[src/design/rv_core_macros.svh]
`ifndef RV_CORE_MACROS_SVH
`define RV_CORE_MACROS_SVH

// datapath widths
`define XLEN        64
`define ILEN        32

// register file geometry
`define REG_COUNT   32
`define REG_IDX_W   5

// first fetch address after reset
`define RESET_PC    64'h0000_0000_8000_0000

// major opcodes, inst[6:0]
`define OPC_LUI     7'b0110111
`define OPC_OP_IMM  7'b0010011
`define OPC_OP      7'b0110011
`define OPC_LOAD    7'b0000011
`define OPC_STORE   7'b0100011
`define OPC_BRANCH  7'b1100011
`define OPC_JAL     7'b1101111

`endif

[src/design/rv_core_pkg.sv]
`include "rv_core_macros.svh"

package rv_core_pkg;

    typedef logic [`XLEN-1:0]      xword_t;
    typedef logic [`ILEN-1:0]      inst_t;
    typedef logic [`XLEN-1:0]      addr_t;
    typedef logic [`REG_IDX_W-1:0] reg_idx_t;

    typedef enum logic [2:0] {
        ALU_ADD,
        ALU_SUB,
        ALU_AND,
        ALU_OR,
        ALU_XOR,
        ALU_PASS_B
    } alu_op_e;

    // write-back source
    typedef enum logic [1:0] {
        WB_ALU,
        WB_LOAD,
        WB_LINK
    } wb_sel_e;

    typedef struct packed {
        alu_op_e alu_op;
        logic    src_imm;
        logic    rd_en;
        wb_sel_e wb_sel;
        logic    is_load;
        logic    is_store;
        logic    is_branch;
        logic    branch_ne;
        logic    is_jal;
    } inst_ctrl_t;

    // instruction bus request
    typedef struct packed {
        addr_t addr;
    } fetch_req_t;

    // data bus request, always full width
    typedef struct packed {
        addr_t  addr;
        xword_t wdata;
        logic   write;
    } mem_req_t;

endpackage

[src/design/bus_request_hold.sv]
`timescale 1ns/10ps

module bus_request_hold
    import rv_core_pkg::*;
#(
    parameter type req_t = fetch_req_t
) (
    input  logic inst_selfdefine,
    input  logic reset,
    input  logic start,
    input  req_t req_in,
    input  logic ready,
    output logic valid,
    output req_t req,
    output logic done
);

    // valid stays up until the memory takes the request
    always_ff @(posedge inst_selfdefine) begin
        if (reset) begin
            valid <= 1'b0;
        end else if (start) begin
            valid <= 1'b1;
        end else if (valid && ready) begin
            valid <= 1'b0;
        end
    end

    // request frozen for the whole transfer
    always_ff @(posedge inst_selfdefine) begin
        if (start) begin
            req <= req_in;
        end
    end

    assign done = valid & ready;

endmodule

[config.mk]
export PLATFORM = sky130hd
export DESIGN_NAME = bus_request_hold
export DESIGN_NICKNAME = d
export VERILOG_FILES = /design/src/design/rv_core_pkg.sv /design/src/design/bus_request_hold.sv
export VERILOG_INCLUDE_DIRS = /design/src /design/src/design
export SDC_FILE = /design/constraint.sdc
export NUM_CORES = 1
export LEC_CHECK = 0
export ABC_CLOCK_PERIOD_IN_PS = 850
export BUFFER_PORTS_ARGS = -buffer_cell sky130_fd_sc_hd__buf_2
export CAP_MARGIN = 20
export CORE_ASPECT_RATIO = 1.2
export CORE_MARGIN = 2
export CORE_UTILIZATION = 40
export CTS_CLUSTER_SIZE = 28
export DETAILED_ROUTE_END_ITERATION = 8
export GPL_TIMING_DRIVEN = 0
export PLACE_DENSITY_LB_ADDON = 0.3
export SKIP_CTS_REPAIR_TIMING = 1
export SYNTH_ARGS = -nofsm -noshare
export SYNTH_HDL_FRONTEND = slang
export SYNTH_SLANG_ARGS = --single-unit
[constraint.sdc]
create_clock -name inst_selfdefine -period 0.85 [get_ports inst_selfdefine]
set_input_delay 0.1275 -clock inst_selfdefine [delete_from_list [all_inputs] [get_ports inst_selfdefine]]
set_output_delay 0.1275 -clock inst_selfdefine [all_outputs]
set_load 0.05 [all_outputs]
# Word level (Yosys, flattened, before mapping)
# Index checks and enable logic that the tools add are counted.
[word_totals]
n_memories = 0
romBits = 0
elab_cells = 7
mem_bits_rw = 0
reg_bits = 65
latch_bits = 0
output_inout_bits = 66
input_bits = 68
[classes]
n_lt_le_gt_ge = 0
multipliers = 0
n_mux = 2
bitwise_logic = 1
eq_ne = 0
n_addsub = 0
n_reduce_logical = 2
shift = 0
div = 0
[op_table]
columns = ["operator", "n"]
rows = [
  ["1-bit two-way mux", 2],
  ["2-bit nonzero test", 1],
  ["1-bit bitwise AND", 1],
  ["1-bit logical AND", 1],
]

# Longest topological paths before layout
[logic_depth]
ltp_word = 3
ltp_mapped = 2
ltp_nobuf = 2

# Worst setup path before layout
# Ideal clock, no wire load.
[synth_timing]
path_kind = "flip-flop to output port"
from = "register valid"
to = "output port done"
stages_incl_launch_ff = 2
path_buffers = 0
slack_ns = -0.303
arrival_time_ns = 1.025
required_time_ns = 0.722
path_cell_list = "dfxtp_1 > and2_2"
[synth_between]
elab_chain_len = 1
[synth_lines]
columns = ["element", "line_no", "source"]
rows = [
  ["start: declaration", "bus_request_hold.sv:13", "output logic valid,"],
  ["start signal: assignment", "bus_request_hold.sv:21", "valid <= 1'b0;"],
  ["start signal: assignment", "bus_request_hold.sv:23", "valid <= 1'b1;"],
  ["start signal: assignment", "bus_request_hold.sv:25", "valid <= 1'b0;"],
  ["1-bit bitwise AND", "bus_request_hold.sv:36", "assign done = valid & ready;"],
  ["end: declaration", "bus_request_hold.sv:15", "output logic done"],
]
# Every way passes these cells.

# Final worst setup path
# Same ends and word-level chain as after synthesis.

==> metrics.md <==
| Metric | Value |
|---|---|
| Status | finished with violations |
| Failing checks | setup timing |
| Clk sink count | 65 |
| Multi-input combinational cell area | between 20 and 25 µm² |
| WHS | 0.101 ns |
| CORE AREA | ~4700 µm² |
| Final #Nets | about 350 |
| First drt pass iteration count | 4 |
| Seq/Total Area, Yosys | about 99% |
| Post-Place Cell Area | 2730 µm² |
| Wl on met1 | 1.77 mm |
| Routability Congestion | 0.687 |
| Ys Warns | 0 |
| Highest routed layer | met4 |
| Htree depth | 3 |
| Die ar. | 5500 µm² |
| Net Count, Synth | 137 |
| Share of layout cells above drive strength 1 | 52.5% |
| # DRC | 0 |
| Mean Syn Cell Area | about 29 µm² |
| Pwr dens | a little over 2000 nW/µm² |
| Most area-consuming cells after synthesis | edfxtp_1 98%, dfxtp_1 1.0%, a21oi_2 0.45% |
| Final setup viols | 66 |
| Critical path type | flop to output port |
| Yosys top cell by area | edfxtp_1 |
| Synth Register Bits | between 60 and 70 |
| Clock latency on the worst-skew pair | around 0.32 ns |
| Port Buf Inserts | ~130 |
| Antenna-violating nets left | 0 |
| Post-synth cell types | 6 |
| Final Skew | 0 ns |
| CTS tree | yes |
| Synth Cell Area | ~2000 µm² |
| Critical path launch point type | flop |
| Max IR drop VDD | roughly 1.5 mV |
| Initial antenna violation count | 0 |
| Max-slew violation count | 0 |
| Drt wl/cell | about 17 µm |
| Vias in the first global route | approximately 1200 |
| DRT Wirelength | approximately 5.8 mm |
| P_leak | 1.68 nW |
| Reg2reg start | valid |
| Post-synthesis cell count | a little under 70 |
| Met3 WL | between 300 and 400 µm |
| Row count | 27 |
| Final Hold Viols | 0 |
| First-pass GRT wire length | ~5.5 mm |
| Clk pin slew, worst setup/hold paths | 0.06 ns |
| PnR Total Power | roughly 0.0082 W |
| Unrepaired setup endpoints after global routing | yes |
| Post-route cell area | 3980 µm² |
| Slew HR | roughly 80% |
| I/O pin count | 134 |
| Final setup TNS | -10.39 ns |
| Largest net degree at the start of global routing | 46 |
| Max frequency | 933 MHz |
| Critical Path RT | slightly above 0.7 ns |
| Max-cap violation count | 0 |
| CTS max path bufs | 2 |
| Die Ht | approximately 80 µm |
| Worst-Margin Slew | 0.296 ns |
| Data arrival, critical path | around 0.94 ns |
| Cell Count, Final, Fillers Out | 343 |
| Initial core utilization | 42.2% |
| Area Growth Syn to Fin | 102% |
| Kind of end point of the critical path | output port |
| Commonest non-fill, non-tap cell in the layout | buf_2 |
| Total global routing overflow | 0 |
| Met2 WL | between 3 and 4 mm |
| DR iter-0 viols | 81 |
| Vias/cell | around 4.4 |
| Period utilization | 126% |
| CP Launch Point | valid |
| Root Buffer | clkbuf_8 |
| Dpl cells | 261 |
| GR Util All Layers | between 10 and 15% |
| Commonest cells after routing, fill and taps aside | 67 x buf_2, 65 x dlygate4sd3_1, 64 x buf_6, 64 x edfxtp_1, 9 x clkbuf_8 |
| Inserted Clock Buffers | 9 |
| Post-route setup slack | -0.222 ns |
| Width of the die | 68.0 µm |
| Worst hold start | ready |
| Fillers | around 220 |
| Fin crit period | between 1 and 1.5 ns |
| Reg area | between 1500 and 2000 µm² |
| Worst Path Max Fanout | 3 |
| Vias post-DR | about 1500 |
| Hold crit path type | input port to flop |
| Post-synth top area share | between 90 and 100% |
per-stage QoR:
step / util (%) / worst slack [ns]
2_1_floorplan: - / 0.0427
3_3_place_gp: 58.2 / -0.695
3_5_place_dp: 58.6 / -0.345
4_1_cts: 62.4 / -0.335
5_1_grt: 85.2 / -0.255
6_report: 85.3 / -0.222
cell families (layout without fill, tap and decap cells):
logic type / count (synthesis) / in the layout / synth area share [%]
and+or+nand+nor: 2 / 2 / 0.700
AOI/OAI and AO/OA: 1 / 1 / 0.445
DFF: 65 / 65 / 98.7
other: 0 / 1 / 0
buffers and inverters: 1 / 216 / 0.191
where the power goes:
group	switching [W]	internal, W
clock network	0.00106	0.00134
registers	0.000124	0.00381
logic	0.00114	0.000769
total	0.00232	0.00592
cell type report:
class,instances,area share [%]
diodes,1,0.0629
clock buffers,12,3.40
clock inverters,4,1.10
inverters,1,0.0944
multi-input cells,3,0.598
flip-flops and latches,65,48.9
well taps,58,1.83
repair buffers,199,44.0
path summary, 6_finish.rpt:
check        endpoint  slack, ns  cells past startpoint
max              done      -0.22                      2
max reg2reg     valid       0.23                      2
min             valid       0.10                      3
min reg2reg     valid       0.52                      2
flip-flops by register name (all words and copies together) (netlist names):
register  cells
valid         1
req          64
routing by layer:
layer	track usage, %	up-vias
li1	-	699
met4	8.40	0
met2	25.1	66
met5	0	-
met3	6.09	4
met1	13.9	738
synthesized netlist by cell type:
cell      instances
edfxtp_1         64
a21oi_2           1
and2_2            1
dfxtp_1           1
inv_1             1
nand2b_1          1
worst max-delay path, stage by stage, from the launching register on:
cell and delay (ns):
dfxtp_4 0.35, and2_4 0.14, buf_8 0.14
Note: power is estimated with default switching activity, not from simulation.
