### config.mk
export PLATFORM = sky130hd
export DESIGN_NAME = fetch_unit
export DESIGN_NICKNAME = d
export VERILOG_FILES = /design/src/design/rv_core_pkg.sv /design/src/design/fetch_unit.sv
export VERILOG_INCLUDE_DIRS = /design/src /design/src/design
export SDC_FILE = /design/constraint.sdc
export NUM_CORES = 1
export LEC_CHECK = 0
export ABC_AREA = 1
export BUFFER_PORTS_ARGS = -buffer_cell sky130_fd_sc_hd__buf_2
export CAP_MARGIN = 40
export CORE_ASPECT_RATIO = 1.2
export CORE_MARGIN = 5
export CORE_UTILIZATION = 25
export DETAILED_ROUTE_END_ITERATION = 8
export GPL_ROUTABILITY_DRIVEN = 0
export PLACE_DENSITY = 0.53
export SYNTH_ARGS = -nofsm -noshare
export SYNTH_HDL_FRONTEND = slang
export SYNTH_SLANG_ARGS = --single-unit
### constraint.sdc
create_clock -name inst_selfdefine -period 2.55 [get_ports inst_selfdefine]
set_input_delay 0.255 -clock inst_selfdefine [delete_from_list [all_inputs] [get_ports inst_selfdefine]]
set_output_delay 0.255 -clock inst_selfdefine [all_outputs]
set_load 0.05 [all_outputs]
### src/design/rv_core_macros.svh
`ifndef RV_CORE_MACROS_SVH
`define RV_CORE_MACROS_SVH

// datapath widths
`define XLEN        64
`define ILEN        32

// register file geometry
`define REG_COUNT   32
`define REG_IDX_W   5

// first fetch address after reset
`define RESET_PC    64'h0000_0000_8000_0000

// major opcodes, inst[6:0]
`define OPC_LUI     7'b0110111
`define OPC_OP_IMM  7'b0010011
`define OPC_OP      7'b0110011
`define OPC_LOAD    7'b0000011
`define OPC_STORE   7'b0100011
`define OPC_BRANCH  7'b1100011
`define OPC_JAL     7'b1101111

`endif

### src/design/rv_core_pkg.sv
`include "rv_core_macros.svh"

package rv_core_pkg;

    typedef logic [`XLEN-1:0]      xword_t;
    typedef logic [`ILEN-1:0]      inst_t;
    typedef logic [`XLEN-1:0]      addr_t;
    typedef logic [`REG_IDX_W-1:0] reg_idx_t;

    typedef enum logic [2:0] {
        ALU_ADD,
        ALU_SUB,
        ALU_AND,
        ALU_OR,
        ALU_XOR,
        ALU_PASS_B
    } alu_op_e;

    // write-back source
    typedef enum logic [1:0] {
        WB_ALU,
        WB_LOAD,
        WB_LINK
    } wb_sel_e;

    typedef struct packed {
        alu_op_e alu_op;
        logic    src_imm;
        logic    rd_en;
        wb_sel_e wb_sel;
        logic    is_load;
        logic    is_store;
        logic    is_branch;
        logic    branch_ne;
        logic    is_jal;
    } inst_ctrl_t;

    // instruction bus request
    typedef struct packed {
        addr_t addr;
    } fetch_req_t;

    // data bus request, always full width
    typedef struct packed {
        addr_t  addr;
        xword_t wdata;
        logic   write;
    } mem_req_t;

endpackage

### src/design/fetch_unit.sv
`timescale 1ns/10ps
`include "rv_core_macros.svh"

module fetch_unit
    import rv_core_pkg::*;
(
    input  logic  inst_selfdefine,
    input  logic  reset,
    input  logic  fetch_done,
    input  inst_t if_data_read,
    input  logic  pc_advance,
    input  logic  take_target,
    input  addr_t target,
    output addr_t pc,
    output inst_t inst
);

    addr_t pc_next;

    // taken branch or jump, else sequential
    always_comb begin
        if (take_target) begin
            pc_next = target;
        end else begin
            pc_next = pc + 64'd4;
        end
    end

    always_ff @(posedge inst_selfdefine) begin
        if (reset) begin
            pc <= `RESET_PC;
        end else if (pc_advance) begin
            pc <= pc_next;
        end
    end

    // instruction register, loaded on the fetch handshake
    always_ff @(posedge inst_selfdefine) begin
        if (fetch_done) begin
            inst <= if_data_read;
        end
    end

endmodule

Word-level counts from Yosys, hierarchy flattened
Cells that the tools add are included.
{"block": "classes", "add_sub_neg": 1, "n_mux": 1}
{"op": "adder 64 x 3 -> 64 bit (second input constant)", "count": 1}
{"op": "2-to-1 mux 64 bit", "count": 1}
{"block": "totals", "regBits": 96, "input_bits": 101, "output_inout_bits": 96, "wordCells": 4}

Depth between registers and ports, before layout
{"block": "depth", "word_depth": 2, "ltp_mapped": 12, "ltp_nobuf": 12}

Least setup slack after synthesis
No wires, ideal clock.
{"block": "synth_path", "path_type": "register to register", "startpoint": "reg pc[3]", "endpoint": "reg pc[56]", "setup_ns": 0.130, "arrival_ns": 1.894, "required_time_ns": 2.420, "path_slack_ns": 0.526, "stages_incl_launch_ff": 11, "path_buffers": 0, "period_less_slack_ns": 2.024, "cell_sequence": "dfxtp_1 ha_1 nand2_1 nor2_4 nand2_2 nor2_4 nand2_1 o21ai_0 nand3_1 nand2_1 a21oi_2"}
{"block": "synth_between", "elab_chain_cells": 2}
{"item": "from (decl)", "line": "fetch_unit.sv:14", "text": "output addr_t pc,"}
{"item": "from (signal assigned)", "line": "fetch_unit.sv:31", "text": "pc <= `RESET_PC;"}
{"item": "from (signal assigned)", "line": "fetch_unit.sv:33", "text": "pc <= pc_next;"}
{"item": "adder 64 x 3 -> 64 bit", "line": "fetch_unit.sv:25", "text": "pc_next = pc + 64'd4;"}
{"item": "2-to-1 mux 64 bit", "line": "fetch_unit.sv:22", "text": "if (take_target) begin"}
Every way passes these cells.
A chain may end at the register's enable or synchronous reset.

Worst setup path after layout
{"block": "layout_path", "startpoint": "reg pc[2]", "endpoint": "reg pc[36]"}
Same word-level chain as after synthesis.

==> summary.md <==
| Metric | Value |
|---|---|
| Final WL | `approximately 24000 um` |
| Seq cells post-synth | `96` |
| DP HPWL | `between 15000 and 20000 um` |
| Fin crit share | `between 80% and 90%` |
| F_max | `around 460 MHz` |
| Hold Path Depth | `1` |
| FILL cells | `2522` |
| Number of antenna diodes | `0` |
| Clk buf depth | `2` |
| Starting Density | `around 25%` |
| EDFF count, synth | `32` |
| RSZ-0062 raised after global routing | `no` |
| Sink Count | `96` |
| Async SR Flop Fraction | `0%` |
| # resized after CTS | `0` |
| Most frequent cells in the layout | `nand2_1, buf_2, nor2_1` |
| Syn nets | `986` |
| Worst path required time | `approximately 2.8 ns` |
| Register area | `2242 um2` |
| Clock Tree Root | `clkbuf_16` |
| # rows | `60` |
| Peak supply drop | `between 200 and 300 uV` |
| Cells after Synth | `about 880` |
| Initial antenna violation count | `0` |
| DRT iter0 DRCs | `~420` |
| Slack of the worst reg-to-reg path | `roughly 0.39 ns` |
| Distinct cells, synth | `32` |
| Worst clock skew | `approximately 0.011 ns` |
| HP Class | `input pin to flip-flop` |
| Critical path arrival | `2.38 ns` |
| P&R area growth vs syn | `27.66%` |
| Critical Path Sink Type | `flip-flop` |
| Status | `finished clean` |
| DIE WIDTH | `148.6 um` |
| Core box area | `roughly 23000 um2` |
| Vias per inst | `roughly 4.7` |
| Pre-CTS WS | `approximately 0.44 ns` |
| DRC Markers | `0` |
| Final Hold Viols | `0` |
| Slew headroom | `between 50% and 60%` |
| Synthesized area per cell | `about 6.5 um2` |
| Sequential share of the synthesized area | `about two fifths` |
| Worst Reg-to-Reg Cells | `10` |
| CTS H-tree lvls | `3` |
| I/O Buffers | `196` |
| Post-CTS Repair Setup Buffers | `0` |
| Post-route ant nets | `0` |
| CTS Hold Bufs | `0` |
| Global-route wire length before repair | `35820 um` |
| Full die area | `26190 um2` |
| Vias in the first global route | `about 6200` |
| # Max-Cap Violations | `0` |
| Largest net degree at the start of global routing | `between 60 and 70` |
| Clock transition at the registers of the reported paths | `around 0.07 ns` |
| Ys flop type | `dfxtp_1` |
| Startpoint Class | `flip-flop` |
| Mapped cell area | `5759 um2` |
| IO Count | `~200` |
| WL per Instance | `roughly 17 um` |
| Hold EP | `inst[12]` |
| Critical path class | `flip-flop to flip-flop` |
| Total number of vias | `between 6000 and 7000` |
| Pleak | `slightly above 3 nW` |
| Power Dens Cells | `546.1 nW/um2` |
| R2r startpoint | `pc[2]` |
| Fraction of layout cells with a size suffix above 1 | `23.51%` |
| Warnings, synthesis | `0` |
| Final WS setup | `~0.39 ns` |
| GRT Residual Overflow | `0` |
| DIE HEIGHT | `~180 um` |
| Skew-Pair Late Insertion Delay | `0.35 ns` |
| Total GRT Usage | `17.74%` |
| Highest net fanout along the worst path | `5` |
| Worst slew pin tran | `~0.67 ns` |
| Commonest non-fill, non-tap cell in the layout | `nand2_1` |
| Number of iterations in the first detailed-routing pass | `5` |
| Max-slew violations | `0` |
| Setup TNS | `0 ns` |
| Min-delay src | `if_data_read[12]` |
| Num CTS Buffers | `9` |
| CTS tree | `done` |
| Footprint of the multi-input gates | `~3000 um2` |
| Setup violators final | `0` |
| Nets | `roughly 1200` |
| Minimum clock period | `around 2.2 ns` |
| FF-to-FF End | `pc[36]` |
## where the power goes
group          switching (W)  internal, W  total [W]
Sequential          0.000104      0.00168    0.00179
Clock               0.000598     0.000784    0.00138
Combinational       0.000626     0.000218   0.000844
Total                0.00133      0.00269    0.00402
## how the worst max path moves through the flow
stage | from | endpoint | slack [ns] | depth (start not counted)
5_1_grt | pc[2] | pc[52] | 0.29 | 10
6_report | pc[2] | pc[36] | 0.39 | 10
4_1_cts | pc[2] | pc[52] | 0.40 | 10
2_1_floorplan | pc[3] | pc[56] | 0.53 | 10
3_5_place_dp | pc[2] | pc[52] | 0.44 | 10
3_3_place_gp | pc[2] | pc[36] | 0.45 | 10
## final cells by class
class	instances	area share, %
well taps	310	5.276
clock buffers	12	3.353
flip-flops and latches	96	30.50
repair buffers	204	14.50
multi-input cells	677	41.52
clock inverters	4	0.6127
inverters	83	4.238
## cells in the mapped netlist (4+ instances only)
library cell	number	share of area, %
nor2_4	7	1.4
a31oi_1	18	2.0
inv_1	77	5.0
a21oi_2	4	0.61
edfxtp_1	32	17
nand2_2	9	0.98
a21oi_1	32	2.8
nor2_2	7	0.76
o21ai_1	5	0.43
nand3_1	61	5.3
nand2_4	4	0.78
a221oi_1	4	0.61
clkbuf_1	17	1.1
a211oi_1	8	1.0
nand4_1	5	0.54
nor2_1	184	12
nand2_1	268	17
dfxtp_1	64	22
o211ai_1	8	1.0
buf_2	6	0.52
o21ai_0	41	3.6
## registers in the layout (all words and copies together) (netlist names)
signal  cells
inst       32
pc         64
## critical path: stages (launching register included)
cell and delay [ns]:
dfxtp_1 0.41, ha_1 0.28, inv_1 0.09, nor2_2 0.15, nand3_1 0.14, inv_1 0.10, nand2_1 0.14, o21ai_0 0.40
nand3_1 0.16, nand2_1 0.09, a21oi_1 0.05
## per-stage QoR
| stage | instance area [um2] | cells | hold WS (ns) | util (%) | power (W) |
|---|---|---|---|---|---|
| after floorplan | 5759 | 884 | 0.3539 | - | 0.002372 |
| after global placement | 7061 | 1370 | 0.4319 | 31.25 | 0.002671 |
| after detailed placement | 7061 | 1370 | 0.4338 | 31.25 | 0.002676 |
| after CTS | 7352 | 1386 | 0.06008 | 32.54 | 0.004064 |
| after global routing | 7352 | 1386 | 0.05620 | 32.54 | 0.004187 |
| final | 7352 | 1386 | 0.07640 | 32.54 | 0.004015 |
## layer usage
metal | wire, um | track usage (%) | vias up
met3 | 2069 | 4.108 | 29
met1 | 9851 | 21.57 | 2987
li1 | - | - | 3237
met5 | 0 | 0 | -
met2 | 11630 | 31.09 | 274
met4 | 512 | 5.314 | 0
## kinds of logic after synthesis
group / synth area share, %
AO/OA/AOI/OAI: 12.73
adder cells (fa/ha/maj): 0.2172
buffers and inverters: 8.060
flip-flops: 38.93
AND/OR/NAND/NOR: 40.06
(Power assumes the default switching activity.)
