[config.mk]
export PLATFORM = sky130hd
export DESIGN_NAME = regfile
export DESIGN_NICKNAME = d
export VERILOG_FILES = /design/src/design/rv_core_pkg.sv /design/src/design/regfile.sv
export VERILOG_INCLUDE_DIRS = /design/src /design/src/design
export SDC_FILE = /design/constraint.sdc
export NUM_CORES = 2
export LEC_CHECK = 0
export BUFFER_PORTS_ARGS = -buffer_cell sky130_fd_sc_hd__buf_2
export CAP_MARGIN = 20
export CORE_ASPECT_RATIO = 0.6
export CORE_UTILIZATION = 30
export CTS_CLUSTER_DIAMETER = 30
export CTS_CLUSTER_SIZE = 14
export DETAILED_ROUTE_END_ITERATION = 6
export PLACE_DENSITY = 0.41
export SKIP_LAST_GASP = 1
export SYNTH_ARGS = -nofsm -noshare
export SYNTH_HDL_FRONTEND = slang
export SYNTH_SLANG_ARGS = --single-unit
[constraint.sdc]
create_clock -name inst_selfdefine -period 6.49 [get_ports inst_selfdefine]
set_input_delay 0.649 -clock inst_selfdefine [delete_from_list [all_inputs] [get_ports inst_selfdefine]]
set_output_delay 0.649 -clock inst_selfdefine [all_outputs]
set_load 0.005 [all_outputs]
[src/design/rv_core_macros.svh]
`ifndef RV_CORE_MACROS_SVH
`define RV_CORE_MACROS_SVH

// datapath widths
`define XLEN        64
`define ILEN        32

// register file geometry
`define REG_COUNT   32
`define REG_IDX_W   5

// first fetch address after reset
`define RESET_PC    64'h0000_0000_8000_0000

// major opcodes, inst[6:0]
`define OPC_LUI     7'b0110111
`define OPC_OP_IMM  7'b0010011
`define OPC_OP      7'b0110011
`define OPC_LOAD    7'b0000011
`define OPC_STORE   7'b0100011
`define OPC_BRANCH  7'b1100011
`define OPC_JAL     7'b1101111

`endif

[src/design/rv_core_pkg.sv]
`include "rv_core_macros.svh"

package rv_core_pkg;

    typedef logic [`XLEN-1:0]      xword_t;
    typedef logic [`ILEN-1:0]      inst_t;
    typedef logic [`XLEN-1:0]      addr_t;
    typedef logic [`REG_IDX_W-1:0] reg_idx_t;

    typedef enum logic [2:0] {
        ALU_ADD,
        ALU_SUB,
        ALU_AND,
        ALU_OR,
        ALU_XOR,
        ALU_PASS_B
    } alu_op_e;

    // write-back source
    typedef enum logic [1:0] {
        WB_ALU,
        WB_LOAD,
        WB_LINK
    } wb_sel_e;

    typedef struct packed {
        alu_op_e alu_op;
        logic    src_imm;
        logic    rd_en;
        wb_sel_e wb_sel;
        logic    is_load;
        logic    is_store;
        logic    is_branch;
        logic    branch_ne;
        logic    is_jal;
    } inst_ctrl_t;

    // instruction bus request
    typedef struct packed {
        addr_t addr;
    } fetch_req_t;

    // data bus request, always full width
    typedef struct packed {
        addr_t  addr;
        xword_t wdata;
        logic   write;
    } mem_req_t;

endpackage

[src/design/regfile.sv]
`timescale 1ns/10ps
`include "rv_core_macros.svh"

module regfile
    import rv_core_pkg::*;
(
    input  logic     inst_selfdefine,
    input  logic     reset,
    input  reg_idx_t rs1,
    input  reg_idx_t rs2,
    input  reg_idx_t rd,
    input  logic     rd_we,
    input  xword_t   rd_data,
    output xword_t   rs1_data,
    output xword_t   rs2_data
);

    xword_t regs [`REG_COUNT];

    always_ff @(posedge inst_selfdefine) begin
        if (reset) begin
            for (int i = 0; i < `REG_COUNT; i++) begin
                regs[i] <= '0;
            end
        end else if (rd_we && rd != '0) begin
            regs[rd] <= rd_data;
        end
    end

    // x0 is hardwired
    assign rs1_data = (rs1 == '0) ? '0 : regs[rs1];
    assign rs2_data = (rs2 == '0) ? '0 : regs[rs2];

endmodule

After elaboration in Yosys (flattened, before gate mapping)
Memory sizes are Yosys's and may differ from the RTL's.
Cells that the tools add are included.
{"block": "word_totals", "register_bits": 0, "ramBits": 2048, "input_bits": 82, "mem_count": 1}
{"memory": "regs", "words": 32, "width": 64, "rd": 2, "rd_ports_with_merged_regs": 0, "wr": 32, "line": "regfile.sv:18", "text": "xword_t regs [`REG_COUNT];"}
{"block": "op_classes", "mux": 10, "reduce_logical": 5}
{"cell": "$mux W64", "n": 3}
{"cell": "$reduce_or A64 Y1", "n": 1}
{"cell": "$logic_not A5 Y1", "n": 2}
{"cell": "$mux W1", "n": 6}
{"cell": "$mux W5", "n": 1}
{"cell": "$reduce_bool A5 Y1", "n": 1}
{"cell": "$logic_and A1 B1 Y1", "n": 1}

Depth between registers and ports, before layout
{"block": "logic_depth", "ltp_word": 7, "depth_mapped": 10, "ltp_nobuf": 5}

Worst setup path before layout
OpenSTA, ideal clock, no wires.
{"block": "synth_timing", "path_type": "in2out", "start": "input rs1[0]", "end": "output rs1_data[21]", "arrival_time_ps": 2336, "slack_ps": 3505, "path_stages": 8, "path_buffers": 4, "cell_sequence": "buf_4 buf_6 buf_2 buf_2 mux4_2 mux2i_1 o22ai_1 a21o_1"}
{"block": "synth_via", "elab_chain_len": 2}
{"element": "start, declared", "line": "regfile.sv:9", "text": "input reg_idx_t rs1,"}
{"element": "$mem_v2 Z32 W64 / $logic_not A5 Y1 (equally long branches)"}
{"element": "$mux W64 (*)", "line": "regfile.sv:31", "text": "assign rs1_data = (rs1 == '0) ? '0 : regs[rs1];"}
{"element": "end, declared", "line": "regfile.sv:14", "text": "output xword_t rs1_data,"}
Mark *: on every way between the ends. The rest lies on a longest branch, timed or not.

Final worst setup path
{"block": "layout_timing", "start": "input rs2[2]", "end": "output rs2_data[30]"}
{"block": "layout_via", "elab_chain_len": 2}
{"element": "start, declared", "line": "regfile.sv:10", "text": "input reg_idx_t rs2,"}
{"element": "$mem_v2 Z32 W64 / $logic_not A5 Y1 (equally long branches)"}
{"element": "$mux W64 (*)", "line": "regfile.sv:32", "text": "assign rs2_data = (rs2 == '0) ? '0 : regs[rs2];"}
{"element": "end, declared", "line": "regfile.sv:15", "text": "output xword_t rs2_data"}
Marks and branches as above.

==> results.json <==
{
  "status": "complete, no violations",
  "report.final.hold_viol_count": 0,
  "vias": 73300,
  "leading_cell_type_in_the_layout_fill_and_taps_excluded": "sky130_fd_sc_hd__edfxtp_1",
  "cts_made_buffers": 483,
  "rows": 170,
  "cts_max_level": 5,
  "clock_tree.root_cell": "sky130_fd_sc_hd__clkbuf_16",
  "share_of_layout_cells_above_drive_strength_1": 0.307,
  "timing.final.max_slew_violations": 0,
  "grt_overflow_total": 0,
  "tns_ns": 0,
  "critical_path.startpoint_type": "input port",
  "firstDrtPassIters": 6,
  "dieArea_sq_mm": 0.363,
  "worst-endpoint-required_ns": 5.84,
  "largest_register": "regs",
  "fin_crit_sh": 0.882,
  "grt_first_pass_wirelength_um": 683000,
  "synth_sequential_area_ratio": 0.568,
  "syn_avg_cell_area_sq_um": 15.3,
  "synth_top_cells_by_area": "sky130_fd_sc_hd__edfxtp_1, sky130_fd_sc_hd__mux4_2, sky130_fd_sc_hd__and2_1",
  "final_net_count": 7370,
  "area_delta_synth_final_pct": 22.0,
  "track_usage": 0.279,
  "ctsResizeCount": 0,
  "maximum_count_of_clock_buffers_along_a_single_path": 4,
  "relSlewSlack": 0.199,
  "grt_start_max_net_pins": 92,
  "unrepaired_setup_endpoints_after_global_routing": "false",
  "synthArstFlopShare": 0,
  "synth_largest_area_cell": "sky130_fd_sc_hd__edfxtp_1",
  "ioPinCount": 210,
  "postCtsHoldBufs": 0,
  "postSynthRegisterBits": 2048,
  "timing.critical_path.fanout_max": 35,
  "routed_wire_length_per_instance_um": 41.3,
  "postRouteAntennaNets": 0,
  "max_slew.worst_pin.slew_ns": 1.20,
  "gpl.final_weighted_congestion": 0.818,
  "dpl.hpwl_um": 299000,
  "horizontal_die_dimension_um": 778,
  "routed_via_density": 5.83,
  "worst_hold_path_type": "in2reg",
  "postCtsSetupRepairBufs": 0,
  "largest_registers": "regs x2048",
  "pre_cts_slack_ns": 0.973,
  "synth_ff_type": "sky130_fd_sc_hd__edfxtp_1",
  "ys_types": 44,
  "drc": 0,
  "cellPowerDensity_mw_per_mm2": 340,
  "dr.first_iter.drc_count": 11400,
  "synth_edf_count": 2048,
  "coreArea_sq_mm": 0.358,
  "setup_viol": 0,
  "cellLeakagePower_uw": 0.0463,
  "worstSetupEndpointType": "output pin",
  "timing.max_cap.violations": 0,
  "worst-endpoint-arrival_ns": 5.07,
  "synth-warning-count": 0,
  "synth_cells": 7055,
  "first_global_vias": 70900,
  "setup.worst_path.class": "in2out",
  "maximum_vdd_drop_mv": 0.215,
  "largest_register_ffs": 2048,
  "setup_ws_ns": 0.768,
  "mostFrequentLayoutCells": "sky130_fd_sc_hd__edfxtp_1, sky130_fd_sc_hd__and2_1, sky130_fd_sc_hd__mux4_2",
  "max_frequency_mhz": 175,
  "initial_core_utilization": 0.302,
  "clk_pin_slew_worst_paths_ns": 0.04,
  "die_y_um": 467,
  "clock_tree_from_tritoncts": "yes",
  "synthesis.area_sq_mm": 0.108,
  "portBuffers": 209,
  "finalCriticalPeriod_ns": 5.72,
  "grt_antenna_before_repair": 118,
  "synth_top_cell_area_share": 0.568,
  "number_of_clock_sinks": 2048,
  "routed_wirelength_um": 519000
}
==> critical path, cell delays in order <==
cell                        delay, ns
sky130_fd_sc_hd__buf_2           0.19
sky130_fd_sc_hd__buf_4           0.25
sky130_fd_sc_hd__clkinv_2        0.12
sky130_fd_sc_hd__buf_4           0.83
sky130_fd_sc_hd__nand2_4         0.86
sky130_fd_sc_hd__nor2_4          0.96
sky130_fd_sc_hd__buf_12          0.31
sky130_fd_sc_hd__nand2_1         0.08
sky130_fd_sc_hd__o2111ai_1       0.45
sky130_fd_sc_hd__buf_2           0.28
==> layout make-up <==
class                      count  area, sq um
tap                         4816         6030
clock buffer                 551        12500
timing repair buffer         475         4000
antenna                       68          170
clock inverter               344         3870
multi-input combinational   4278        44100
fill                       33400       226000
sequential                  2048        61500
inverter                       2         11.3
==> stage by stage <==
| step | hold WS [ns] | power, uW | std cells | area (sq um) | utilization |
|---|---|---|---|---|---|
| detailed placement | 1.22 | 20400 | 11600 | 116000 | 0.323 |
| global placement | 1.22 | 20300 | 11600 | 115000 | 0.322 |
| global route | 0.221 | 45800 | 12500 | 132000 | 0.368 |
| CTS | 0.195 | 45000 | 12500 | 132000 | 0.368 |
| finish | 0.224 | 44900 | 12600 | 132000 | 0.369 |
| floorplan | 0.847 | 18100 | 7118 | 108000 | - |
==> power by group <==
part | switching [uW] | leakage [uW] | internal, uW
combinational | 2860 | 0.0190 | 1630
sequential | 383 | 0.0195 | 15300
clock | 8150 | 0.00785 | 16500
==> routing by layer <==
layer / global-route usage / up-vias / part of all wire
met1: 0.409 / 39400 / 0.44
met4: 0.0742 / 26 / 0.028
met5: 0.00588 / - / 0.00032
li1: - / 28000 / -
met2: 0.408 / 5020 / 0.43
met3: 0.0739 / 817 / 0.11
==> path summary, 6_finish.rpt <==
kind,endpoint,cells past startpoint,slack (ns),start
worst min-delay path,regs[0][7],1,0.22,reset
worst max-delay path,rs2_data[30],10,0.77,rs2[2]
==> synth_stat cells, drive strengths merged, types with 31 or more instances <==
library cell / n
edfxtp: 2048
and2: 1986
mux4: 906
clkbuf: 576
mux2i: 363
buf: 214
mux2: 122
nand2: 108
o22ai: 100
a22oi: 74
a221oi: 58
nor2: 57
o221ai: 54
a21oi: 49
a21o: 42
or2: 35
and3: 31
==> cell families (layout without fill, tap and decap cells) <==
logic type / after synthesis / after routing / share of synthesized area
simple gates: 2284 / 2284 / 0.128
buf+inv: 792 / 1372 / 0.0317
mux: 1391 / 1391 / 0.235
flops: 2048 / 2048 / 0.568
other cells: 1 / 132 / 0.0000346
compound gates: 539 / 539 / 0.0375
Power figures use the tool's default switching activity.
