File: src/design/rv_core_macros.svh
`ifndef RV_CORE_MACROS_SVH
`define RV_CORE_MACROS_SVH

// datapath widths
`define XLEN        64
`define ILEN        32

// register file geometry
`define REG_COUNT   32
`define REG_IDX_W   5

// first fetch address after reset
`define RESET_PC    64'h0000_0000_8000_0000

// major opcodes, inst[6:0]
`define OPC_LUI     7'b0110111
`define OPC_OP_IMM  7'b0010011
`define OPC_OP      7'b0110011
`define OPC_LOAD    7'b0000011
`define OPC_STORE   7'b0100011
`define OPC_BRANCH  7'b1100011
`define OPC_JAL     7'b1101111

`endif

File: src/design/rv_core_pkg.sv
`include "rv_core_macros.svh"

package rv_core_pkg;

    typedef logic [`XLEN-1:0]      xword_t;
    typedef logic [`ILEN-1:0]      inst_t;
    typedef logic [`XLEN-1:0]      addr_t;
    typedef logic [`REG_IDX_W-1:0] reg_idx_t;

    typedef enum logic [2:0] {
        ALU_ADD,
        ALU_SUB,
        ALU_AND,
        ALU_OR,
        ALU_XOR,
        ALU_PASS_B
    } alu_op_e;

    // write-back source
    typedef enum logic [1:0] {
        WB_ALU,
        WB_LOAD,
        WB_LINK
    } wb_sel_e;

    typedef struct packed {
        alu_op_e alu_op;
        logic    src_imm;
        logic    rd_en;
        wb_sel_e wb_sel;
        logic    is_load;
        logic    is_store;
        logic    is_branch;
        logic    branch_ne;
        logic    is_jal;
    } inst_ctrl_t;

    // instruction bus request
    typedef struct packed {
        addr_t addr;
    } fetch_req_t;

    // data bus request, always full width
    typedef struct packed {
        addr_t  addr;
        xword_t wdata;
        logic   write;
    } mem_req_t;

endpackage

File: src/design/inst_decode.sv
`timescale 1ns/10ps
`include "rv_core_macros.svh"

module inst_decode
    import rv_core_pkg::*;
(
    input  inst_t      inst,
    output reg_idx_t   rs1,
    output reg_idx_t   rs2,
    output reg_idx_t   rd,
    output xword_t     imm,
    output inst_ctrl_t ctrl
);

    logic [6:0] opcode;
    logic [2:0] funct3;
    logic [6:0] funct7;

    assign opcode = inst[6:0];
    assign funct3 = inst[14:12];
    assign funct7 = inst[31:25];

    assign rs1 = inst[19:15];
    assign rs2 = inst[24:20];
    assign rd  = inst[11:7];

    // immediate format follows the opcode
    always_comb begin
        case (opcode)
            `OPC_OP_IMM, `OPC_LOAD: begin
                imm = {{52{inst[31]}}, inst[31:20]};
            end
            `OPC_STORE: begin
                imm = {{52{inst[31]}}, inst[31:25], inst[11:7]};
            end
            `OPC_BRANCH: begin
                imm = {{51{inst[31]}}, inst[31], inst[7], inst[30:25], inst[11:8], 1'b0};
            end
            `OPC_LUI: begin
                imm = {{32{inst[31]}}, inst[31:12], 12'b0};
            end
            `OPC_JAL: begin
                imm = {{43{inst[31]}}, inst[31], inst[19:12], inst[20], inst[30:21], 1'b0};
            end
            default: begin
                imm = '0;
            end
        endcase
    end

    // unsupported encodings fall through as a no-op
    always_comb begin
        ctrl = '0;
        case (opcode)
            `OPC_LUI: begin
                ctrl.alu_op  = ALU_PASS_B;
                ctrl.src_imm = 1'b1;
                ctrl.rd_en   = 1'b1;
            end
            `OPC_OP_IMM: begin
                if (funct3 == 3'b000) begin
                    ctrl.alu_op  = ALU_ADD;
                    ctrl.src_imm = 1'b1;
                    ctrl.rd_en   = 1'b1;
                end
            end
            `OPC_OP: begin
                ctrl.rd_en = 1'b1;
                case ({funct7, funct3})
                    {7'b0000000, 3'b000}: ctrl.alu_op = ALU_ADD;
                    {7'b0100000, 3'b000}: ctrl.alu_op = ALU_SUB;
                    {7'b0000000, 3'b111}: ctrl.alu_op = ALU_AND;
                    {7'b0000000, 3'b110}: ctrl.alu_op = ALU_OR;
                    {7'b0000000, 3'b100}: ctrl.alu_op = ALU_XOR;
                    default:              ctrl.rd_en  = 1'b0;
                endcase
            end
            `OPC_LOAD: begin
                if (funct3 == 3'b011) begin
                    ctrl.alu_op  = ALU_ADD;
                    ctrl.src_imm = 1'b1;
                    ctrl.rd_en   = 1'b1;
                    ctrl.wb_sel  = WB_LOAD;
                    ctrl.is_load = 1'b1;
                end
            end
            `OPC_STORE: begin
                if (funct3 == 3'b011) begin
                    ctrl.alu_op   = ALU_ADD;
                    ctrl.src_imm  = 1'b1;
                    ctrl.is_store = 1'b1;
                end
            end
            `OPC_BRANCH: begin
                // beq and bne only
                if (funct3 == 3'b000 || funct3 == 3'b001) begin
                    ctrl.is_branch = 1'b1;
                    ctrl.branch_ne = funct3[0];
                end
            end
            `OPC_JAL: begin
                ctrl.rd_en  = 1'b1;
                ctrl.wb_sel = WB_LINK;
                ctrl.is_jal = 1'b1;
            end
            default: begin
                ctrl = '0;
            end
        endcase
    end

endmodule

File: config.mk
export PLATFORM = sky130hd
export DESIGN_NAME = inst_decode
export DESIGN_NICKNAME = d
export VERILOG_FILES = /design/src/design/rv_core_pkg.sv /design/src/design/inst_decode.sv
export VERILOG_INCLUDE_DIRS = /design/src /design/src/design
export SDC_FILE = /design/constraint.sdc
export NUM_CORES = 1
export LEC_CHECK = 0
export BUFFER_PORTS_ARGS = -buffer_cell sky130_fd_sc_hd__buf_2
export CELL_PAD_IN_SITES_DETAIL_PLACEMENT = 1
export CELL_PAD_IN_SITES_GLOBAL_PLACEMENT = 1
export CORE_ASPECT_RATIO = 0.8
export CORE_MARGIN = 10
export CORE_UTILIZATION = 20
export DETAILED_ROUTE_END_ITERATION = 10
export PLACE_DENSITY = 0.87
export RECOVER_POWER = 100
export SETUP_SLACK_MARGIN = 0.5
export SYNTH_ARGS = -nofsm -noshare
export SYNTH_HDL_FRONTEND = slang
export SYNTH_SLANG_ARGS = --single-unit
File: constraint.sdc
create_clock -name vclk -period 3.2
set_input_delay 0.64 -clock vclk [all_inputs]
set_output_delay 0.64 -clock vclk [all_outputs]
set_load 0.01 [all_outputs]
### Yosys cells after proc, flatten, opt, wreduce, memory -nomap -nowiden

Index checks and enable logic that the tools add are counted.
W data, S select, Z words.

* bits in registers: 0
* input port bits: 32
* word-level logic and storage cells: 35
* output and inout port bits: 91

* multiplexer cells: 16
* reductions and logical operators: 6
* equal/unequal tests: 13

Operators with widths (count)
* $pmux W64 S5: 1
* $eq A10 B3 Y1 const B: 3
* $eq A7 B6 Y1 const B: 3
* $pmux W3 S5: 1
* $eq A7 B7 Y1 const B: 2
* $pmux W3 S4: 1
* $eq A10 B9 Y1 const B: 1
* $logic_not A10 Y1: 1
* $pmux W1 S4: 2
* $eq A7 B2 Y1 const B: 1
* $eq A7 B5 Y1 const B: 1
* $mux W1: 6
* $mux W2: 3
* $mux W5: 1
* $reduce_or A5 Y1: 1
* $pmux W2 S2: 1
* $reduce_or A2 Y1: 2
* $eq A3 B1 Y1 const B: 1
* $eq A3 B2 Y1 const B: 1
* $logic_not A3 Y1: 1
* $logic_or A1 B1 Y1: 1

### Longest topological paths before layout

Gate-level depths: netlist of run 1.

* depth after elaboration: 4
* depth in mapped cells: 5
* depth with buffers taken out: 3

### Least setup slack after synthesis of run 1

Ideal clock, no wire load.

* path kind: in2out
* start point: input port inst[6]
* end point: output port imm[32]
* setup slack: -0.283 ns
* arrival time: 2.843 ns
* required time: 2.560 ns
* stages on the path: 5
* path buffers: 2
* cell sequence: buf_2 > nor3b_2 > o21ai_0 > a21oi_1 > buf_4

* word-level cells in the longest chain between the ends: 3
* elaborated cells on any way between the ends: 8
* those cells by class: eq/ne (6); mux (1); reduce/logical (1)

Ends and longest elaborated chain
* start, declared: RTL line inst_decode.sv:7 `input inst_t inst,`
* $eq A7 B2 Y1 / $eq A7 B5 Y1 (equally long branches): RTL line inst_decode.sv:29 `case (opcode)`
* $reduce_or A2 Y1: RTL line inst_decode.sv:29
* $pmux W64 S5 *: RTL line inst_decode.sv:29
* end, declared: RTL line inst_decode.sv:11 `output xword_t imm,`

Every way passes the cells marked *; elsewhere a longest branch is shown, timed or not.

### Worst setup path after layout of run 1

* start point: input port inst[4]
* end point: output port imm[62]

Same word-level chain as after synthesis.

==> results of run 1 <==
-- synthesized netlist by cell type (all sizes together) (2+ instances only) --
master	count	share of area
nand2	5	0.017
a21o	8	0.060
nand3	12	0.054
nand4	2	0.011
o21ai	14	0.069
nand3b	2	0.013
and2	2	0.011
and4bb	3	0.037
o211ai	2	0.013
a22o	4	0.031
and2b	3	0.020
buf	55	0.37
and3b	2	0.016
clkbuf	3	0.010
nor3b	4	0.031
and3	2	0.011
nor4b	2	0.016
nor3	3	0.018
o31ai	2	0.013
nor2b	4	0.022
nor2	3	0.010
a21oi	5	0.022
inv	2	0.0067
-- worst paths after layout --
check / start / endpoint / slack [ns] / cells past startpoint
max: inst[4] / imm[62] / 0.38 / 6
min: inst[17] / rs1[2] / 1.50 / 2
-- power breakdown --
part / leakage (nW) / switching (mW) / total (mW) / internal [mW]
Combinational: 0.611 / 0.0690 / 0.112 / 0.0425
Sequential: 0 / 0 / 0 / 0
Clock: 0 / 0 / 0 / 0
-- through the flow --
step / util / cells / total power [mW]
after floorplan: - / 155 / 0.0773
after global placement: 0.264 / 300 / 0.114
after detailed placement: 0.264 / 300 / 0.117
after CTS: 0.274 / 303 / 0.121
after global routing: 0.252 / 303 / 0.125
final: 0.252 / 303 / 0.112
-- repair_timing --
| item | 4_1_cts | 5_1_grt |
|---|---|---|
| pin swaps | 2 | 0 |
| endpoints found under the setup margin | 41 | 43 |
| setup buffers | 2 | 0 |
| gates cloned | 1 | 0 |
| resized for setup | 3 | 3 |
-- final cells by class --
type	count	area share
repair buffers	127	0.423
inverters	2	0.00548
multi-input cells	96	0.500
well taps	78	0.0713
-- per-layer routing --
layer / track usage / up-vias
li1: - / 651
met1: 0.121 / 647
met2: 0.199 / 67
met3: 0.0274 / 4
met4: 0.00767 / 0
met5: 0 / -
-- kinds of logic (layout without fill, tap and decap cells) --
logic type	Yosys count	in the layout	synth area share
buffers and inverters	60	129	0.386
AND/OR/NAND/NOR	55	55	0.353
multiplexers	1	1	0.00896
AO/OA/AOI/OAI	39	40	0.252
==> results.toml, run 1 <==
[run_status]
run_status = "finished, final reports clean"

[logic_synthesis]
synth_nets = 187
yosys.cell_types.count = 43
ys_seq_area_frac = 0
yosys_warnings = 0
syn_area_per_cell_um2 = 7.21
synthesis.area_mm2 = 0.00112
synthCells = 155

[detailed_routing]
post-route-drc-count = 0
drtAntennaViolNets = 0
drt_first_pass_iters = 4
met1_length_um = 2240
route.met3.wl_um = 308
dr_wl_met2_um = 2700
wire_per_inst_um = 17.4
vias_per_cell = 4.52
drt-total-wl_um = 5280
vias = 1369
drt_iter0_markers = 100
top_layer_used = "met4"

[timing]
hold_slack_ns = 1.50
rsz0062_at_grt = "yes"
layout_setup_ws_ns = 0.381
fmaxAchievable_mhz = 355
finalSetupTns_ns = 0
drv_slew = 0
min_period_ns = 2.82
period_share = 0.881
maxSlewHeadroom = 0.437
finalHoldViolCount = 0
tightest_slew_ns = 0.838
setup_viol = 0

[die]
die_width_um = 104
die_area_mm2 = 0.00899
io_pins = 123
start_util = 0.206
die_y_um = 86.9
placement_rows = 24
core_area_mm2 = 0.00544

[global_routing]
grt_pass1_vias = 1475
antenna_found_initial = 0
grt_overflow = 0
grt_first_pass_wirelength_um = 8160
grt.total_usage = 0.105
grt_max_degree = 18

[placement]
preCtsSetupSlack_ns = 0.193
port_buffers = 123
place_area_mm2 = 0.00143
dp_hpwl_um = 4420
place_congestion = 0.714

[setup_path]
crit_chain = "buf_2 -> and3b_1 -> o21ai_0 -> a21oi_1 -> buf_12 -> buf_2"
crit_buf_inv = 3
worst_path_dominant_cell_family = "compound AO/OA/AOI/OAI gates"
crit_fanout = 16
arrival_ns = 2.18
slowest_stage = "o21ai_0"
start_kind = "input port"
end_kind = "output port"
critical_path_class = "in2out"
slowest_delay_ns = 0.56
crit_required_ns = 2.56
crit_top_cell = "buf_2"

[finish]
drive_gt1_frac = 0.324
nets = 259
diodes = 0
clkbuf_count = 0
seq_area_um2 = 0
syn2layout_area_growth_pct = 22.5
final_common_cell = "clkbuf_1"
stdcell_area_mm2 = 0.00137
final_cell_mix = "clkbuf_1, buf_2, nand3_1, o21ai_0, a21o_2"
design.seq.count = 0
n_fill_cell = 746
multiInputGateArea_um2 = 684

[flow_run]
drv_cap = 0

[worst_hold_path]
worstHoldPathType = "in2out"

[pwr]
powerDensity_mw_per_mm2 = 81.5
ir_drop_mv = 0.0191
power_leakage_nw = 0.611

[clock_tree]
cts_hold_buf = 0
(Power assumes the default switching activity.)
==> run 2: changes to the inputs <==
--- a/config.mk
+++ b/config.mk
@@ -10,12 +10,13 @@
 export CELL_PAD_IN_SITES_DETAIL_PLACEMENT = 1
 export CELL_PAD_IN_SITES_GLOBAL_PLACEMENT = 1
 export CORE_ASPECT_RATIO = 0.8
-export CORE_MARGIN = 10
+export CORE_MARGIN = 3
 export CORE_UTILIZATION = 20
 export DETAILED_ROUTE_END_ITERATION = 10
 export PLACE_DENSITY = 0.87
 export RECOVER_POWER = 100
 export SETUP_SLACK_MARGIN = 0.5
+export SLEW_MARGIN = 40
 export SYNTH_ARGS = -nofsm -noshare
 export SYNTH_HDL_FRONTEND = slang
 export SYNTH_SLANG_ARGS = --single-unit
==> results.toml, run 2 (same netlist as run 1, synthesis figures left out) <==
[global_routing]
grt_use_met3 = 0.0135
grt_first_pass_wirelength_um = 6430
grt_pass1_vias = 1241
grt.busiest_layer = "met2"
grt_overflow = 0
grt.total_usage = 0.119
antenna_found_initial = 0
grt.met2_usage = 0.206
grtUsageMet1 = 0.168
grt_max_degree = 18

[setup_path]
crit_fanout = 11
crit_required_ns = 2.56
start_kind = "input port"
end_kind = "output port"
critical_path.startpoint = "inst[5]"
arrival_ns = 2.16
critical_path_class = "in2out"

[timing]
finalSetupTns_ns = 0
maxSlewHeadroom = 0.413
setup_viol = 0
period_share = 0.876
layout_setup_ws_ns = 0.397
rsz0062_at_grt = "no"
min_period_ns = 2.80
drv_slew = 0
finalHoldViolCount = 0
tightest_slew_ns = 0.873
fmaxAchievable_mhz = 357

[worst_hold_path]
worstHoldPathType = "in2out"
min_from = "inst[9]"

[finish]
finalNonFillerCells = 302
design.seq.count = 0
final_common_cell = "clkbuf_1"
diodes = 0
seq_area_um2 = 0
n_fill_cell = 729
nets = 261
clkbuf_count = 0
final_cell_mix = "clkbuf_1, buf_2, nand3_1, o21ai_1, a21o_2"
drive_gt1_frac = 0.278
syn2layout_area_growth_pct = 21.6

[pwr]
sw_frac_of_total = 0.621
ir_drop_mv = 0.0224
fin_total_pwr_mw = 0.111
powerDensity_mw_per_mm2 = 81.9
p_comb_frac = 1.000
power_frac_seq = 0
power_leakage_nw = 0.589
p_sw_mw = 0.0691
pwr-share-clk = 0
internal_power_mw = 0.0422

[detailed_routing]
drt_iter0_markers = 42
vias_per_cell = 4.58
wire_per_inst_um = 14.8
vias = 1383
drtAntennaViolNets = 0
drt_first_pass_iters = 3
drt-total-wl_um = 4460
post-route-drc-count = 0

[die]
placement_rows = 23
start_util = 0.215
die_y_um = 72.9
core_area_mm2 = 0.00521
io_pins = 123
die_area_mm2 = 0.00652
die_width_um = 89.6

[flow_run]
drv_cap = 0

[placement]
preCtsSetupSlack_ns = 0.410
dp_hpwl_um = 3530
port_buffers = 123
place_congestion = 0.774
dp.cells = 297

[clock_tree]
cts_hold_buf = 0

[run_status]
run_status = "finished, final reports clean"
run 2: cell types whose count changed in the layout (fill, tap and decap cells not counted), moves of 2 or more:
cell,delta
buf_2,-10
buf_4,+2
clkbuf_1,+10
o21ai_0,-9
o21ai_1,+9
run 2: worst paths after layout:
kind	slack [ns]	endpoint	depth (start not counted)
max	0.40	ctrl[1]	5
min	1.50	rd[2]	2
run 2: what timing repair did:
action | 4_1_cts | 5_1_grt
gates resized for setup | 2 | 1
setup buffers | 2 | 2
cloned | 1 | 0
hold endpoints to repair | 0 | 0
pin swaps | 3 | 1
setup endpoints to repair | 36 | 33
run 2: area by class of cell:
class	instances	area, µm²	area share
well taps	75	93.8	0.0691
multi-input cells	96	691	0.508
repair buffers	129	567	0.417
inverters	2	7.51	0.00552
run 2: layer usage:
layer | wire length [µm] | up-vias
met2 | 2050 | 70
met3 | 383 | 0
met4 | 0 | 0
met1 | 2030 | 657
met5 | 0 | -
li1 | - | 656
run 2: worst max-delay path, cell delays in order:
cell	delay, ns
buf_2	0.21
inv_1	0.12
nor3_1	0.74
and3_1	0.29
clkbuf_1	0.16
run 2: power by group through the flow:
stage | logic (mW) | registers [mW] | clock network (mW)
after floorplan | 0.0773 | 0 | 0
after global placement | 0.112 | 0 | 0
after detailed placement | 0.115 | 0 | 0
after CTS | 0.119 | 0 | 0
after global routing | 0.122 | 0 | 0
final | 0.111 | 0 | 0
run 2: through the flow:
| step | hold WS [ns] | area, µm² | util |
|---|---|---|---|
| global route | 1.51 | 1360 | 0.261 |
| detailed placement | 1.48 | 1430 | 0.274 |
| CTS | 1.48 | 1490 | 0.285 |
| global placement | 1.48 | 1430 | 0.274 |
| floorplan | 1.35 | 1130 | - |
| finish | 1.50 | 1360 | 0.261 |
